File: src/battleship_config.svh
`ifndef BATTLESHIP_CONFIG_SVH
`define BATTLESHIP_CONFIG_SVH

// Board geometry

// Cells per side, the board is square
`define BOARD_N 5

// Ship limits

// Largest amount of single-cell ships per player
`define MAX_SHIPS 5

// Coordinate encoding

// Bits per row or column field, wide enough for BOARD_N - 1
`define COORD_W 3

// Computer placement

// Start value of the placer LFSR, must not be zero
`define PC_LFSR_SEED 16'hace1

`endif
File: src/battleship_pkg.sv
`include "battleship_config.svh"

package battleship_pkg;

	// State of one board cell
	typedef enum logic [1:0] {
		CELL_EMPTY = 2'd0, // Water, never shot
		CELL_SHIP  = 2'd1, // Ship, not hit yet
		CELL_HIT   = 2'd2, // Ship that was shot
		CELL_MISS  = 2'd3  // Water that was shot
	} cell_t;

	// Board position, row 0 is the top line
	typedef struct packed {
		logic [`COORD_W-1:0] row;
		logic [`COORD_W-1:0] col;
	} coord_t;

	// Game phases in the order they are visited
	typedef enum logic [2:0] {
		DECIDE  = 3'd0, // Player picks the ship amount
		PLACE   = 3'd1, // Player places own ships
		SETUP   = 3'd2, // Computer places its ships
		PLAY    = 3'd3, // Player fires at the computer board
		VICTORY = 3'd4  // All computer ships sunk
	} game_state_t;

	// Ship counters shown on the displays
	typedef struct packed {
		logic [2:0] amount;      // Ships per side for this game
		logic [2:0] player_left; // Player ships still to place
		logic [2:0] pc_left;     // Computer ships still afloat
	} counts_t;

endpackage

File: src/battleship.sv
`timescale 1ns/100ps

module battleship (
	input  logic                        clk,
	input  logic                        i_arst_n,
	input  logic [2:0]                  i_ship_amount,
	input  logic                        i_confirm_amount,
	input  logic                        i_move_up,
	input  logic                        i_move_down,
	input  logic                        i_move_left,
	input  logic                        i_move_right,
	input  logic                        i_place,
	input  logic                        i_fire,
	output battleship_pkg::game_state_t o_state,
	output logic                        o_placement_error,
	output logic                        o_shot_hit,
	output logic                        o_shot_miss,
	output logic [6:0]                  o_seg_amount,
	output logic [6:0]                  o_seg_player_left,
	output logic [6:0]                  o_seg_pc_left
);

	battleship_pkg::game_state_t state;     // Phase seen by every block
	logic [2:0]                  amount;
	battleship_pkg::coord_t      cursor;
	battleship_pkg::coord_t      candidate; // Computer placement proposal
	battleship_pkg::counts_t     counts;
	logic                        player_done;
	logic                        pc_setup_full;
	logic                        pc_done;

	game_fsm u_game_fsm (
		.clk              (clk),
		.i_arst_n         (i_arst_n),
		.i_ship_amount    (i_ship_amount),
		.i_confirm_amount (i_confirm_amount),
		.i_player_done    (player_done),
		.i_pc_setup_full  (pc_setup_full),
		.i_pc_done        (pc_done),
		.o_state          (state),
		.o_amount         (amount)
	);

	cursor_ctrl u_cursor_ctrl (
		.clk          (clk),
		.i_arst_n     (i_arst_n),
		.i_state      (state),
		.i_move_up    (i_move_up),
		.i_move_down  (i_move_down),
		.i_move_left  (i_move_left),
		.i_move_right (i_move_right),
		.o_cursor     (cursor)
	);

	pc_placer u_pc_placer (
		.clk         (clk),
		.i_arst_n    (i_arst_n),
		.i_state     (state),
		.o_candidate (candidate)
	);

	board_store u_board_store (
		.clk               (clk),
		.i_arst_n          (i_arst_n),
		.i_state           (state),
		.i_amount          (amount),
		.i_cursor          (cursor),
		.i_candidate       (candidate),
		.i_place           (i_place),
		.i_fire            (i_fire),
		.o_counts          (counts),
		.o_player_done     (player_done),
		.o_pc_setup_full   (pc_setup_full),
		.o_pc_done         (pc_done),
		.o_placement_error (o_placement_error),
		.o_shot_hit        (o_shot_hit),
		.o_shot_miss       (o_shot_miss)
	);

	seg7_status u_seg7_status (
		.i_counts          (counts),
		.o_seg_amount      (o_seg_amount),
		.o_seg_player_left (o_seg_player_left),
		.o_seg_pc_left     (o_seg_pc_left)
	);

	assign o_state = state;

endmodule

File: src/seg7_status.sv
`timescale 1ns/100ps

module seg7_status (
	input  battleship_pkg::counts_t i_counts,
	output logic [6:0]              o_seg_amount,      // Ships per side
	output logic [6:0]              o_seg_player_left, // Player ships still to place
	output logic [6:0]              o_seg_pc_left      // Computer ships afloat
);

	// Bit 0 is segment a, bit 6 is segment g, lit when high
	function automatic logic [6:0] seg_decode(input logic [2:0] digit);
		logic [6:0] seg;
		case (digit)
			3'd0:    seg = 7'h3f;
			3'd1:    seg = 7'h06; // b c
			3'd2:    seg = 7'h5b;
			3'd3:    seg = 7'h4f;
			3'd4:    seg = 7'h66;
			3'd5:    seg = 7'h6d;
			3'd6:    seg = 7'h7d;
			default: seg = 7'h07; // Seven, a b c
		endcase
		return seg;
	endfunction

	// Three displays share one decoder
	assign o_seg_amount      = seg_decode(i_counts.amount);
	assign o_seg_player_left = seg_decode(i_counts.player_left);
	assign o_seg_pc_left     = seg_decode(i_counts.pc_left);

endmodule

File: src/board_store.sv
`timescale 1ns/100ps
`include "battleship_config.svh"

module board_store (
	input  logic                        clk,
	input  logic                        i_arst_n,
	input  battleship_pkg::game_state_t i_state,
	input  logic [2:0]                  i_amount,
	input  battleship_pkg::coord_t      i_cursor,    // Player cursor, used to place and to fire
	input  battleship_pkg::coord_t      i_candidate, // Computer placement proposal
	input  logic                        i_place,     // Placement strobe
	input  logic                        i_fire,      // Attack strobe
	output battleship_pkg::counts_t     o_counts,
	output logic                        o_player_done,
	output logic                        o_pc_setup_full,
	output logic                        o_pc_done,
	output logic                        o_placement_error,
	output logic                        o_shot_hit,
	output logic                        o_shot_miss
);

	battleship_pkg::cell_t player_board [`BOARD_N][`BOARD_N]; // Player fleet
	battleship_pkg::cell_t pc_board     [`BOARD_N][`BOARD_N]; // Computer fleet, shot at

	logic [2:0]            player_placed; // Ships the player has put down
	logic [2:0]            player_left;
	logic [2:0]            pc_left;       // Grows in SETUP, shrinks in PLAY
	battleship_pkg::cell_t cursor_cell;   // Player board under the cursor
	battleship_pkg::cell_t target_cell;   // Computer board under the cursor
	battleship_pkg::cell_t cand_cell;     // Computer board under the candidate
	logic                  do_place;
	logic                  place_ok;
	logic                  do_pc_place;
	logic                  do_fire;

	assign cursor_cell = player_board[i_cursor.row][i_cursor.col];
	assign target_cell = pc_board[i_cursor.row][i_cursor.col];
	assign cand_cell   = pc_board[i_candidate.row][i_candidate.col];

	// Remaining placements follow the amount, so PLACE starts full
	assign player_left = i_amount - player_placed;

	// Strobes only count in their own phase
	assign do_place    = (i_state == battleship_pkg::PLACE) && i_place && (player_left != 3'd0);
	assign place_ok    = do_place && (cursor_cell == battleship_pkg::CELL_EMPTY);
	assign do_pc_place = (i_state == battleship_pkg::SETUP) && !o_pc_setup_full &&
	                     (cand_cell == battleship_pkg::CELL_EMPTY); // Occupied candidates are skipped
	assign do_fire     = (i_state == battleship_pkg::PLAY) && i_fire;

	always_ff @(posedge clk or negedge i_arst_n) begin
		if (!i_arst_n) begin
			for (int r = 0; r < `BOARD_N; r++) begin
				for (int c = 0; c < `BOARD_N; c++) begin
					player_board[r][c] <= battleship_pkg::CELL_EMPTY;
					pc_board[r][c]     <= battleship_pkg::CELL_EMPTY;
				end
			end
		end else begin
			if (place_ok) player_board[i_cursor.row][i_cursor.col] <= battleship_pkg::CELL_SHIP;
			if (do_pc_place) pc_board[i_candidate.row][i_candidate.col] <= battleship_pkg::CELL_SHIP;
			if (do_fire) begin
				case (target_cell)
					battleship_pkg::CELL_SHIP: begin
						pc_board[i_cursor.row][i_cursor.col] <= battleship_pkg::CELL_HIT;
					end
					battleship_pkg::CELL_EMPTY: begin
						pc_board[i_cursor.row][i_cursor.col] <= battleship_pkg::CELL_MISS;
					end
					default: ; // Already resolved, left as is
				endcase
			end
		end
	end

	always_ff @(posedge clk or negedge i_arst_n) begin
		if (!i_arst_n) begin
			player_placed     <= 3'd0;
			pc_left           <= 3'd0;
			o_placement_error <= 1'b0;
			o_shot_hit        <= 1'b0;
			o_shot_miss       <= 1'b0;
		end else begin
			// One-cycle result pulses
			o_placement_error <= do_place && !place_ok;
			o_shot_hit        <= do_fire && (target_cell == battleship_pkg::CELL_SHIP);
			o_shot_miss       <= do_fire && (target_cell == battleship_pkg::CELL_EMPTY);
			if (place_ok) player_placed <= player_placed + 3'd1;
			if (do_pc_place) begin
				pc_left <= pc_left + 3'd1;
			end else if (do_fire && target_cell == battleship_pkg::CELL_SHIP) begin
				pc_left <= pc_left - 3'd1; // Sunk one
			end
		end
	end

	assign o_counts.amount      = i_amount;
	assign o_counts.player_left = player_left;
	assign o_counts.pc_left     = pc_left;

	assign o_player_done   = (i_state == battleship_pkg::PLACE) && (player_left == 3'd0);
	assign o_pc_setup_full = (pc_left == i_amount);
	assign o_pc_done       = (i_state == battleship_pkg::PLAY) && (pc_left == 3'd0);

	// Computer fleet never outgrows the amount chosen by the FSM
	a_pc_left_bound: assert property (@(posedge clk) disable iff (!i_arst_n)
		pc_left <= i_amount)
		else $error("board_store: pc_left %0d above amount %0d", pc_left, i_amount);

endmodule

File: src/pc_placer.sv
`timescale 1ns/100ps
`include "battleship_config.svh"

module pc_placer (
	input  logic                        clk,
	input  logic                        i_arst_n,
	input  battleship_pkg::game_state_t i_state,
	output battleship_pkg::coord_t      o_candidate // Next cell the computer tries
);

	// x^16 + x^14 + x^13 + x^11 + 1, right shifting form
	localparam logic [15:0] TAPS = 16'hb400;

	logic [15:0] lfsr_q;
	logic [15:0] lfsr_d;

	// Four random bits folded onto 0..BOARD_N-1
	function automatic logic [`COORD_W-1:0] mod_board(input logic [3:0] bits);
		logic [3:0] rem;
		rem = bits % 4'(`BOARD_N);
		return rem[`COORD_W-1:0];
	endfunction

	// Galois step, feedback from the bit that falls out
	assign lfsr_d = {1'b0, lfsr_q[15:1]} ^ (lfsr_q[0] ? TAPS : 16'h0000);

	always_ff @(posedge clk or negedge i_arst_n) begin
		if (!i_arst_n) begin
			lfsr_q <= `PC_LFSR_SEED;
		end else if (i_state == battleship_pkg::SETUP) begin
			lfsr_q <= lfsr_d; // Free run only while the computer places
		end
	end

	// Row and column from separate nibbles
	assign o_candidate.row = mod_board(lfsr_q[3:0]);
	assign o_candidate.col = mod_board(lfsr_q[11:8]);

	// All-zero state would lock the generator
	a_lfsr_alive: assert property (@(posedge clk) disable iff (!i_arst_n)
		lfsr_q != 16'h0000)
		else $error("pc_placer: LFSR stuck at zero");

endmodule

File: src/cursor_ctrl.sv
`timescale 1ns/100ps
`include "battleship_config.svh"

module cursor_ctrl (
	input  logic                        clk,
	input  logic                        i_arst_n,
	input  battleship_pkg::game_state_t i_state,
	input  logic                        i_move_up,    // Row minus one
	input  logic                        i_move_down,  // Row plus one
	input  logic                        i_move_left,  // Column minus one
	input  logic                        i_move_right, // Column plus one
	output battleship_pkg::coord_t      o_cursor
);

	localparam int LAST = `BOARD_N - 1;
	localparam logic [`COORD_W-1:0] LAST_IDX = LAST[`COORD_W-1:0]; // Bottom row, right column

	battleship_pkg::coord_t cursor_q;
	battleship_pkg::coord_t cursor_d;
	logic                   move_en; // Cursor only moves while the player acts

	assign move_en = (i_state == battleship_pkg::PLACE) || (i_state == battleship_pkg::PLAY);

	always_comb begin
		cursor_d = cursor_q;
		if (move_en) begin
			// Up wins over down if both arrive together
			if (i_move_up) begin
				cursor_d.row = (cursor_q.row == '0) ? LAST_IDX : cursor_q.row - 1'b1;
			end else if (i_move_down) begin
				cursor_d.row = (cursor_q.row == LAST_IDX) ? '0 : cursor_q.row + 1'b1;
			end
			if (i_move_left) begin
				cursor_d.col = (cursor_q.col == '0) ? LAST_IDX : cursor_q.col - 1'b1;
			end else if (i_move_right) begin
				cursor_d.col = (cursor_q.col == LAST_IDX) ? '0 : cursor_q.col + 1'b1;
			end
		end
	end

	always_ff @(posedge clk or negedge i_arst_n) begin
		if (!i_arst_n) cursor_q <= '0; // Top left corner
		else           cursor_q <= cursor_d;
	end

	assign o_cursor = cursor_q;

	// Wrap logic must keep the cursor on the board
	a_cursor_on_board: assert property (@(posedge clk) disable iff (!i_arst_n)
		(cursor_q.row < 3'(`BOARD_N)) && (cursor_q.col < 3'(`BOARD_N)))
		else $error("cursor_ctrl: cursor left the board");

endmodule

File: src/game_fsm.sv
`timescale 1ns/100ps
`include "battleship_config.svh"

module game_fsm (
	input  logic                        clk,
	input  logic                        i_arst_n,
	input  logic [2:0]                  i_ship_amount,    // Raw request from the switches
	input  logic                        i_confirm_amount, // Strobe, only seen in DECIDE
	input  logic                        i_player_done,    // All player ships placed
	input  logic                        i_pc_setup_full,  // Computer fleet complete
	input  logic                        i_pc_done,        // Every computer ship hit
	output battleship_pkg::game_state_t o_state,
	output logic [2:0]                  o_amount
);

	battleship_pkg::game_state_t state_q; // Current phase
	battleship_pkg::game_state_t state_d; // Phase for the next edge
	logic [2:0]                  amount_clamped;
	logic [2:0]                  amount_q; // Amount locked in at confirmation

	// Keep the request inside 1..MAX_SHIPS
	always_comb begin
		if (i_ship_amount == 3'd0) begin
			amount_clamped = 3'd1; // Zero ships makes no game
		end else if (i_ship_amount > 3'(`MAX_SHIPS)) begin
			amount_clamped = 3'(`MAX_SHIPS);
		end else begin
			amount_clamped = i_ship_amount;
		end
	end

	always_comb begin
		state_d = state_q; // Hold by default
		case (state_q)
			battleship_pkg::DECIDE: begin
				if (i_confirm_amount) state_d = battleship_pkg::PLACE;
			end
			battleship_pkg::PLACE: begin
				if (i_player_done) state_d = battleship_pkg::SETUP;
			end
			battleship_pkg::SETUP: begin
				if (i_pc_setup_full) state_d = battleship_pkg::PLAY;
			end
			battleship_pkg::PLAY: begin
				if (i_pc_done) state_d = battleship_pkg::VICTORY;
			end
			default: state_d = state_q; // VICTORY is final until reset
		endcase
	end

	always_ff @(posedge clk or negedge i_arst_n) begin
		if (!i_arst_n) begin
			state_q  <= battleship_pkg::DECIDE;
			amount_q <= 3'd0;
		end else begin
			state_q <= state_d;
			// Amount is captured on the same edge that leaves DECIDE
			if (state_q == battleship_pkg::DECIDE && i_confirm_amount) begin
				amount_q <= amount_clamped;
			end
		end
	end

	assign o_state  = state_q;
	assign o_amount = amount_q;

	// Once the game has started the amount must be a legal fleet size
	a_amount_legal: assert property (@(posedge clk) disable iff (!i_arst_n)
		(state_q != battleship_pkg::DECIDE) |->
			(amount_q >= 3'd1 && amount_q <= 3'(`MAX_SHIPS)))
		else $error("game_fsm: amount %0d out of range", amount_q);

endmodule

File: config.mk
export PLATFORM = sky130hd
export DESIGN_NAME = battleship
export DESIGN_NICKNAME = d
export VERILOG_FILES = /design/src/battleship_pkg.sv /design/src/battleship.sv /design/src/seg7_status.sv /design/src/board_store.sv /design/src/pc_placer.sv /design/src/cursor_ctrl.sv /design/src/game_fsm.sv
export VERILOG_INCLUDE_DIRS = /design/src
export SDC_FILE = /design/constraint.sdc
export NUM_CORES = 1
export LEC_CHECK = 0
export BUFFER_PORTS_ARGS = -buffer_cell sky130_fd_sc_hd__buf_4
export CAP_MARGIN = 20
export CORE_AREA = 2 2 151 153
export CTS_BUF_LIST = sky130_fd_sc_hd__clkbuf_8
export CTS_CLUSTER_SIZE = 20
export DETAILED_ROUTE_END_ITERATION = 7
export DIE_AREA = 0 0 153 155
export PLACE_DENSITY = 0.52
export SKIP_LAST_GASP = 1
export SYNTH_ARGS = -nofsm -noshare
export SYNTH_HDL_FRONTEND = slang
export SYNTH_SLANG_ARGS = --single-unit
File: constraint.sdc
create_clock -name clk -period 4.32 [get_ports clk]
set_input_delay 0.216 -clock clk [delete_from_list [all_inputs] [get_ports clk]]
set_output_delay 0.216 -clock clk [all_outputs]
set_load 0.1 [all_outputs]
* After elaboration in Yosys (flattened, before gate mapping)
Index checks and enable logic that the tools add are counted.
** Operators by class
- Magnitude comparators :: 9
- Add/subtract/negate cells :: 8
- Reductions and logical operators :: 37
- Bitwise operators :: 15
- Equal/unequal tests :: 29
- Divide/modulo/power cells :: 2
- Shift-type cells :: 0
- Multiplexer cells :: 50
- $mul :: 0
** Operators with widths (count)
- $pmux 7 s7 :: 3
- $mux 50 :: 2
- $pmux 50 s2 :: 1
- $bmux 10 s3 :: 3
- $mux 10 :: 8
- $and 25x25->25 :: 3
- $not 25->25 :: 3
- $or 25x25->25 :: 3
- $demux 10 s3 :: 2
- $or 50x50->50 :: 1
- $mux 3 :: 16
- $eq 3x3->1 const B :: 11
- $eq 3x2->1 const B :: 8
- $logic_not 3->1 :: 7
- $bmux 2 s3 :: 3
- $ge 4x4->1 const B :: 4
- $logic_and 1x1->1 :: 16
- $lt 4x1->1 const B :: 4
- $mux 16 :: 1
- $mux 2 :: 8
- $not 3->4 :: 4
- $xor 15x16->16 :: 1
- $add 3x1->3 const B :: 4
- $demux 2 s3 :: 2
- 18 further kinds :: 32
** Storage, ports and cells
- Bits in read-only memories :: 0
- Word-level logic and storage cells :: 210
- Bits of input ports :: 12
- Output and inout bits :: 27
- Memories :: 0
- Latch bits :: 0
- Memory bits (writable) :: 0
- Register bits after elaboration :: 137

* Depth between registers and ports, before layout
- Depth after elaboration :: 14
- Gate-level depth with buffers :: 16
- Mapped depth without buffers :: 15

* Hierarchy
A second synthesis with hierarchy kept.
** Second synthesis, totals
- Cells, all modules :: 755
- Area, all modules :: 7627.3 µm²
** Modules (own cells, without submodules)
- board_store :: cells an instance 531, times used 1, area an instance 5477.8 µm², sequential area each 2727.6 µm²
- pc_placer :: cells an instance 101, times used 1, area an instance 1039.7 µm², sequential area each 410.4 µm²
- cursor_ctrl :: cells an instance 52, times used 1, area an instance 506.7 µm², sequential area each 150.1 µm²
- seg7_status :: cells an instance 47, times used 1, area an instance 304.0 µm², sequential area each 0.0 µm²
- game_fsm :: cells an instance 24, times used 1, area an instance 299.0 µm², sequential area each 150.1 µm²

* Worst setup path after synthesis
OpenSTA, ideal clock, no wires.
- Kind :: register to output
- From :: register u_game_fsm.amount_q[0], in the netlist u_game_fsm.o_amount[0]
- To :: output o_seg_player_left[3]
- Arrival time :: 3.983 ns
- Cell stages (with the launch flop) :: 11
- Path buffers :: 1
- Setup slack :: 0.121 ns
- Required time :: 4.104 ns
- Cells stage by stage :: dfrtp_1 -> clkbuf_1 -> inv_1 -> ha_1 -> inv_1 -> fa_1 -> xor2_1 -> xnor2_1 -> nor2b_1 -> nor2b_1 -> o21bai_1
** On the way
- Word-level cells in the longest chain between the ends :: 3
- Elaborated cells on any way between the ends :: 9
- Classes of those cells :: add/sub (1); eq/ne (6); mux (1); reduce/logical (1)
** RTL lines
- start, declared :: line game_fsm.sv:19 : logic [2:0] amount_q;
- start signal, assigned :: line game_fsm.sv:59 : amount_q <= amount_clamped;
- $sub 3x3->3 * :: line board_store.sv:41 : assign player_left = i_amount - player_placed;
- $eq 3x3->1, or another cell as far along :: line seg7_status.sv:13 : case (digit)
- $pmux 7 s7 * :: line seg7_status.sv:13
- end, declared :: line battleship.sv:19 : output logic [6:0] o_seg_player_left,
Mark *: on every way between the ends. The rest lies on a longest branch, timed or not.

* Worst setup path after layout
- From :: register u_pc_placer.lfsr_q[2]
- To :: register u_board_store.pc_left[2]
** On the way
- Word-level cells in the longest chain between the ends :: 11
- Elaborated cells on any way between the ends :: 12
- Classes of those cells :: div (1); mux (7); bitwise (1); reduce/logical (3)
** RTL lines
- start, declared :: line pc_placer.sv:14 : logic [15:0] lfsr_q;
- start signal, assigned :: line pc_placer.sv:29 : lfsr_q <= `PC_LFSR_SEED;
- start signal, assigned :: line pc_placer.sv:31 : lfsr_q <= lfsr_d;
- $mod 4x3->4 * :: line pc_placer.sv:20 : rem = bits % 4'(`BOARD_N);
- $not 3->4 (not written as such) * :: line board_store.sv:38 : assign cand_cell = pc_board[i_candidate.row][i_candidate.col];
- $bmux 10 s3 * :: line board_store.sv:38
- $mux 10 (not written as such) * (2 in a row) :: line board_store.sv:38
- $bmux 2 s3 * :: line board_store.sv:38
- $mux 2 (not written as such) * (2 in a row) :: line board_store.sv:38
- $logic_not 2->1 * :: line board_store.sv:47 : (cand_cell == battleship_pkg::CELL_EMPTY);
- $logic_and 1x1->1 * :: line board_store.sv:46 : assign do_pc_place = (i_state == battleship_pkg::SETUP) && !o_pc_setup_full &&
- $mux 3 / $reduce_bool 2->1 (equally long branches)
- end signal, assigned :: line board_store.sv:89 : pc_left <= pc_left + 3'd1;
- end signal, assigned :: line board_store.sv:91 : pc_left <= pc_left - 3'd1;
- end, declared :: line board_store.sv:27 : logic [2:0] pc_left;
Mark *: on every way between the ends. The rest lies on a longest branch, timed or not. The select of a mux whose other input is x is not followed.
A chain may end at the register's enable or synchronous reset.

==> results.md <==
- Outcome: complete, no violations
- # H-tree levels: 4
- Initial Utilization: 34.4%
- Most used DFF post-synth: dfrtp_1
- Routed WL: 21800 um
- Gr ovfl total: 0
- Vias in the first global route: 6271
- # IOs: 39
- RR Startpoint: u_pc_placer.lfsr_q[2]
- Top-count cell post-synth: dfrtp_1
- Crit path to: u_board_store.pc_left[2]
- Reg2reg path depth: 14
- Final net count: 880
- Syn Area/Cell: 9.42 um^2
- CTS tree: done
- Final Setup Violations: 0
- Cell row count: 55
- Detail Route Antenna Nets: 0
- Non-Filler Instances: 1139
- Worst Path Max Fanout: 12
- Actual slew at the worst max-slew pin: 0.986 ns
- TritonCTS Buffers: 17
- Gr usage total: 18.5%
- First-pass GRT wire length: 34600 um
- Via count: 6302
- Cells after Synth: 811
- Slew margin rel.: 34.3%
- Area of the core: 0.0222 mm^2
- Final Skew: 0.0133 ns
- Fin crit period: 3.99 ns
- Antenna violations before repair: 0
- Crit path top cell by count: ha_1
- Total Neg Setup Slack: 0 ns
- CP top delay family: compound AO/OA/AOI/OAI gates
- Max_cap viols: 0
- Syn_nets: 849
- Clk_lat worst skew: 0.47 ns
- PortBufs: 38
- Final GP Congestion: 0.879
- Hold crit path type: input pin to register
- Via/cell ratio: 5.53
- Slowest CP cell: dfrtp_1
- Synth async-reset ratio: 100%
- RSZ-0062 raised after global routing: no
- Synth top area cells: dfrtp_1, a21oi_1, ha_1
- Endpoints failing hold: 0
- Die width: 153 um
- Pre-Repair DR Iteration Count: 5
- Synthesis-stage register bit count: 137
- Worst-path clk slew: 0.08 ns
- Seq/Total Area, Yosys: 45.0%
- P&R area growth vs syn: 14.9%
- Footprint of the multi-input gates: 0.00384 mm^2
- Diode count: 0
- Synth top cells by count: dfrtp_1, nor2_1, a21oi_1
- Req. time, crit path: 4.67 ns
- DRC violations left: 0
- WL/cell: 19.1 um
- Fmax: 251 MHz
- Die H: 155 um
- Top cell type's share of synthesized area: 42.3%
- DP HPWL: 15300 um
- End of the worst register-to-register path: u_board_store.pc_left[2]
- Total number of yosys warnings: 0
- 1st-iter DRT viols: 535
- Layout fillers: 2206
- Clk root buf: clkbuf_8
- Max Root-Sink Buffers: 2
- Slew Viols, Final: 0
- Crit path largest cell delay: 0.45 ns
- Mapped cell area: 0.00764 mm^2
- Layout cells sized above 1: 17.1%
- Total die area: 0.0237 mm^2
- Sink Count: 137
- Area leader, netlist: dfrtp_1
- Worst path bufs/invs: 1
- Worst EP arrival: 4.34 ns
- Yosys cell types: 75
- CP startpoint kind: register
- Post-synth EDFFs: 0
- Kind of critical path: register to register
- Crit path from: u_pc_placer.lfsr_q[2]
- Register area: 0.00344 mm^2
- Setup slack, reg-to-reg: 0.33 ns
- Worst path depth: 14
- Layout Utilization: 39.5%
- Largest net degree at the start of global routing: 103
- Fin crit share: 92.3%
- Worst path cell trace: inv_1 -> ha_1 -> nor3b_1 -> o21ai_0 -> and2_1 -> ha_1 -> nand2b_1 -> a31o_2 -> nor2_4 -> nand4_1 -> o221a_2 -> a32oi_4 -> a21oi_1 -> a221o_1
- Placed cell count: 1102
- Setup crit end kind: register
-- layout by cell type (no fill, tap or decap), types with 5 or more instances in the layout --
| master | instances |
|---|---|
| o21bai_1 | 27 |
| inv_1 | 28 |
| nand2b_1 | 14 |
| nand4_1 | 12 |
| nand2_1 | 45 |
| mux2_2 | 10 |
| nor2b_1 | 9 |
| mux2i_1 | 12 |
| o21ai_0 | 54 |
| nor4_1 | 6 |
| dfstp_2 | 8 |
| clkbuf_8 | 17 |
| nor2_1 | 75 |
| o31ai_1 | 5 |
| xnor2_1 | 13 |
| o22ai_1 | 6 |
| inv_6 | 7 |
| a22oi_1 | 24 |
| a21oi_1 | 68 |
| nand3_1 | 19 |
| dfrtp_1 | 129 |
| a22o_1 | 8 |
| ha_1 | 25 |
| a211oi_1 | 5 |
| buf_4 | 72 |
| a21o_1 | 28 |
| nor3_1 | 14 |
-- kinds of logic after synthesis --
kind of cell	after synthesis	synth area share [%]
and+or+nand+nor	227	14.6
xor gates and xnor gates	17	1.95
AOI/OAI and AO/OA	285	25.5
DFF	137	45.0
buffers and inverters	96	5.29
adders and majority gates	26	4.36
muxes	23	3.34
-- worst reg2reg max path, cell delays in order (launching register included) --
cell      delay (ns)
dfrtp_1         0.45
inv_1           0.10
ha_1            0.24
nor3b_1         0.25
o21ai_0         0.11
and2_1          0.20
ha_1            0.22
nand2b_1        0.26
a31o_2          0.35
nor2_4          0.23
nand4_1         0.21
o221a_2         0.34
a32oi_4         0.42
a21oi_1         0.19
a221o_1         0.31
-- flip-flops by register name (all words and copies together) (netlist names) --
register / count
u_board_store.pc_left: 3
u_board_store.player_placed: 3
u_game_fsm.o_amount: 3
u_board_store.player_board: 50
u_board_store.o_shot_hit: 1
u_board_store.o_placement_error: 1
u_game_fsm.o_state: 3
u_board_store.o_shot_miss: 1
u_cursor_ctrl.o_cursor: 6
u_pc_placer.lfsr_q: 16
u_board_store.pc_board: 50
-- cell type report --
cell class | instances | share of cell area (%)
multi-input combinational | 579 | 43.8
sequential | 137 | 39.2
timing repair buffer | 78 | 6.97
tap | 285 | 4.06
clock buffer | 17 | 2.67
clock inverter | 14 | 2.11
inverter | 29 | 1.24
-- per-stage QoR --
step	hold slack, ns	worst slack, ns	area [um^2]
CTS	0.0150	0.242	8720
global placement	0.360	0.363	8260
floorplan	-0.0796	0.121	7640
finish	0.0255	0.332	8770
global route	0.0319	0.00558	8770
detailed placement	0.361	0.267	8270
-- layer usage --
metal	vias to the layer above	part of all wire, %	global-route usage (%)
li1	3004	-	-
met1	3103	47	25.2
met2	170	47	30.3
met3	25	4.3	3.15
met4	0	1.6	5.69
met5	-	0	0
-- how the worst min path moves through the flow --
stage                                   start                               to  slack, ns  cells past startpoint
2_1_floorplan                        i_arst_n  u_board_store.o_placement_error      -0.08                      0
5_1_grt                      i_ship_amount[1]           u_game_fsm.o_amount[1]       0.03                      3
3_3_place_gp   u_board_store.player_board[35]   u_board_store.player_board[35]       0.36                      0
3_5_place_dp   u_board_store.player_board[31]   u_board_store.player_board[31]       0.36                      0
6_report                     i_ship_amount[1]           u_game_fsm.o_amount[1]       0.03                      3
4_1_cts                      i_ship_amount[1]           u_game_fsm.o_amount[1]       0.02                      3
-- timing repair --
item                                   in CTS  in global routing
setup buffers                               0                  1
setup endpoints to repair                   0                 16
endpoints found under the hold margin     102                  0
hold buffers                                4                  0
gates resized for setup                     0                  4
Power is left out: the tool's default activity adds up to more than one toggle a clock period on the data nets, which glitch-free logic cannot reach.
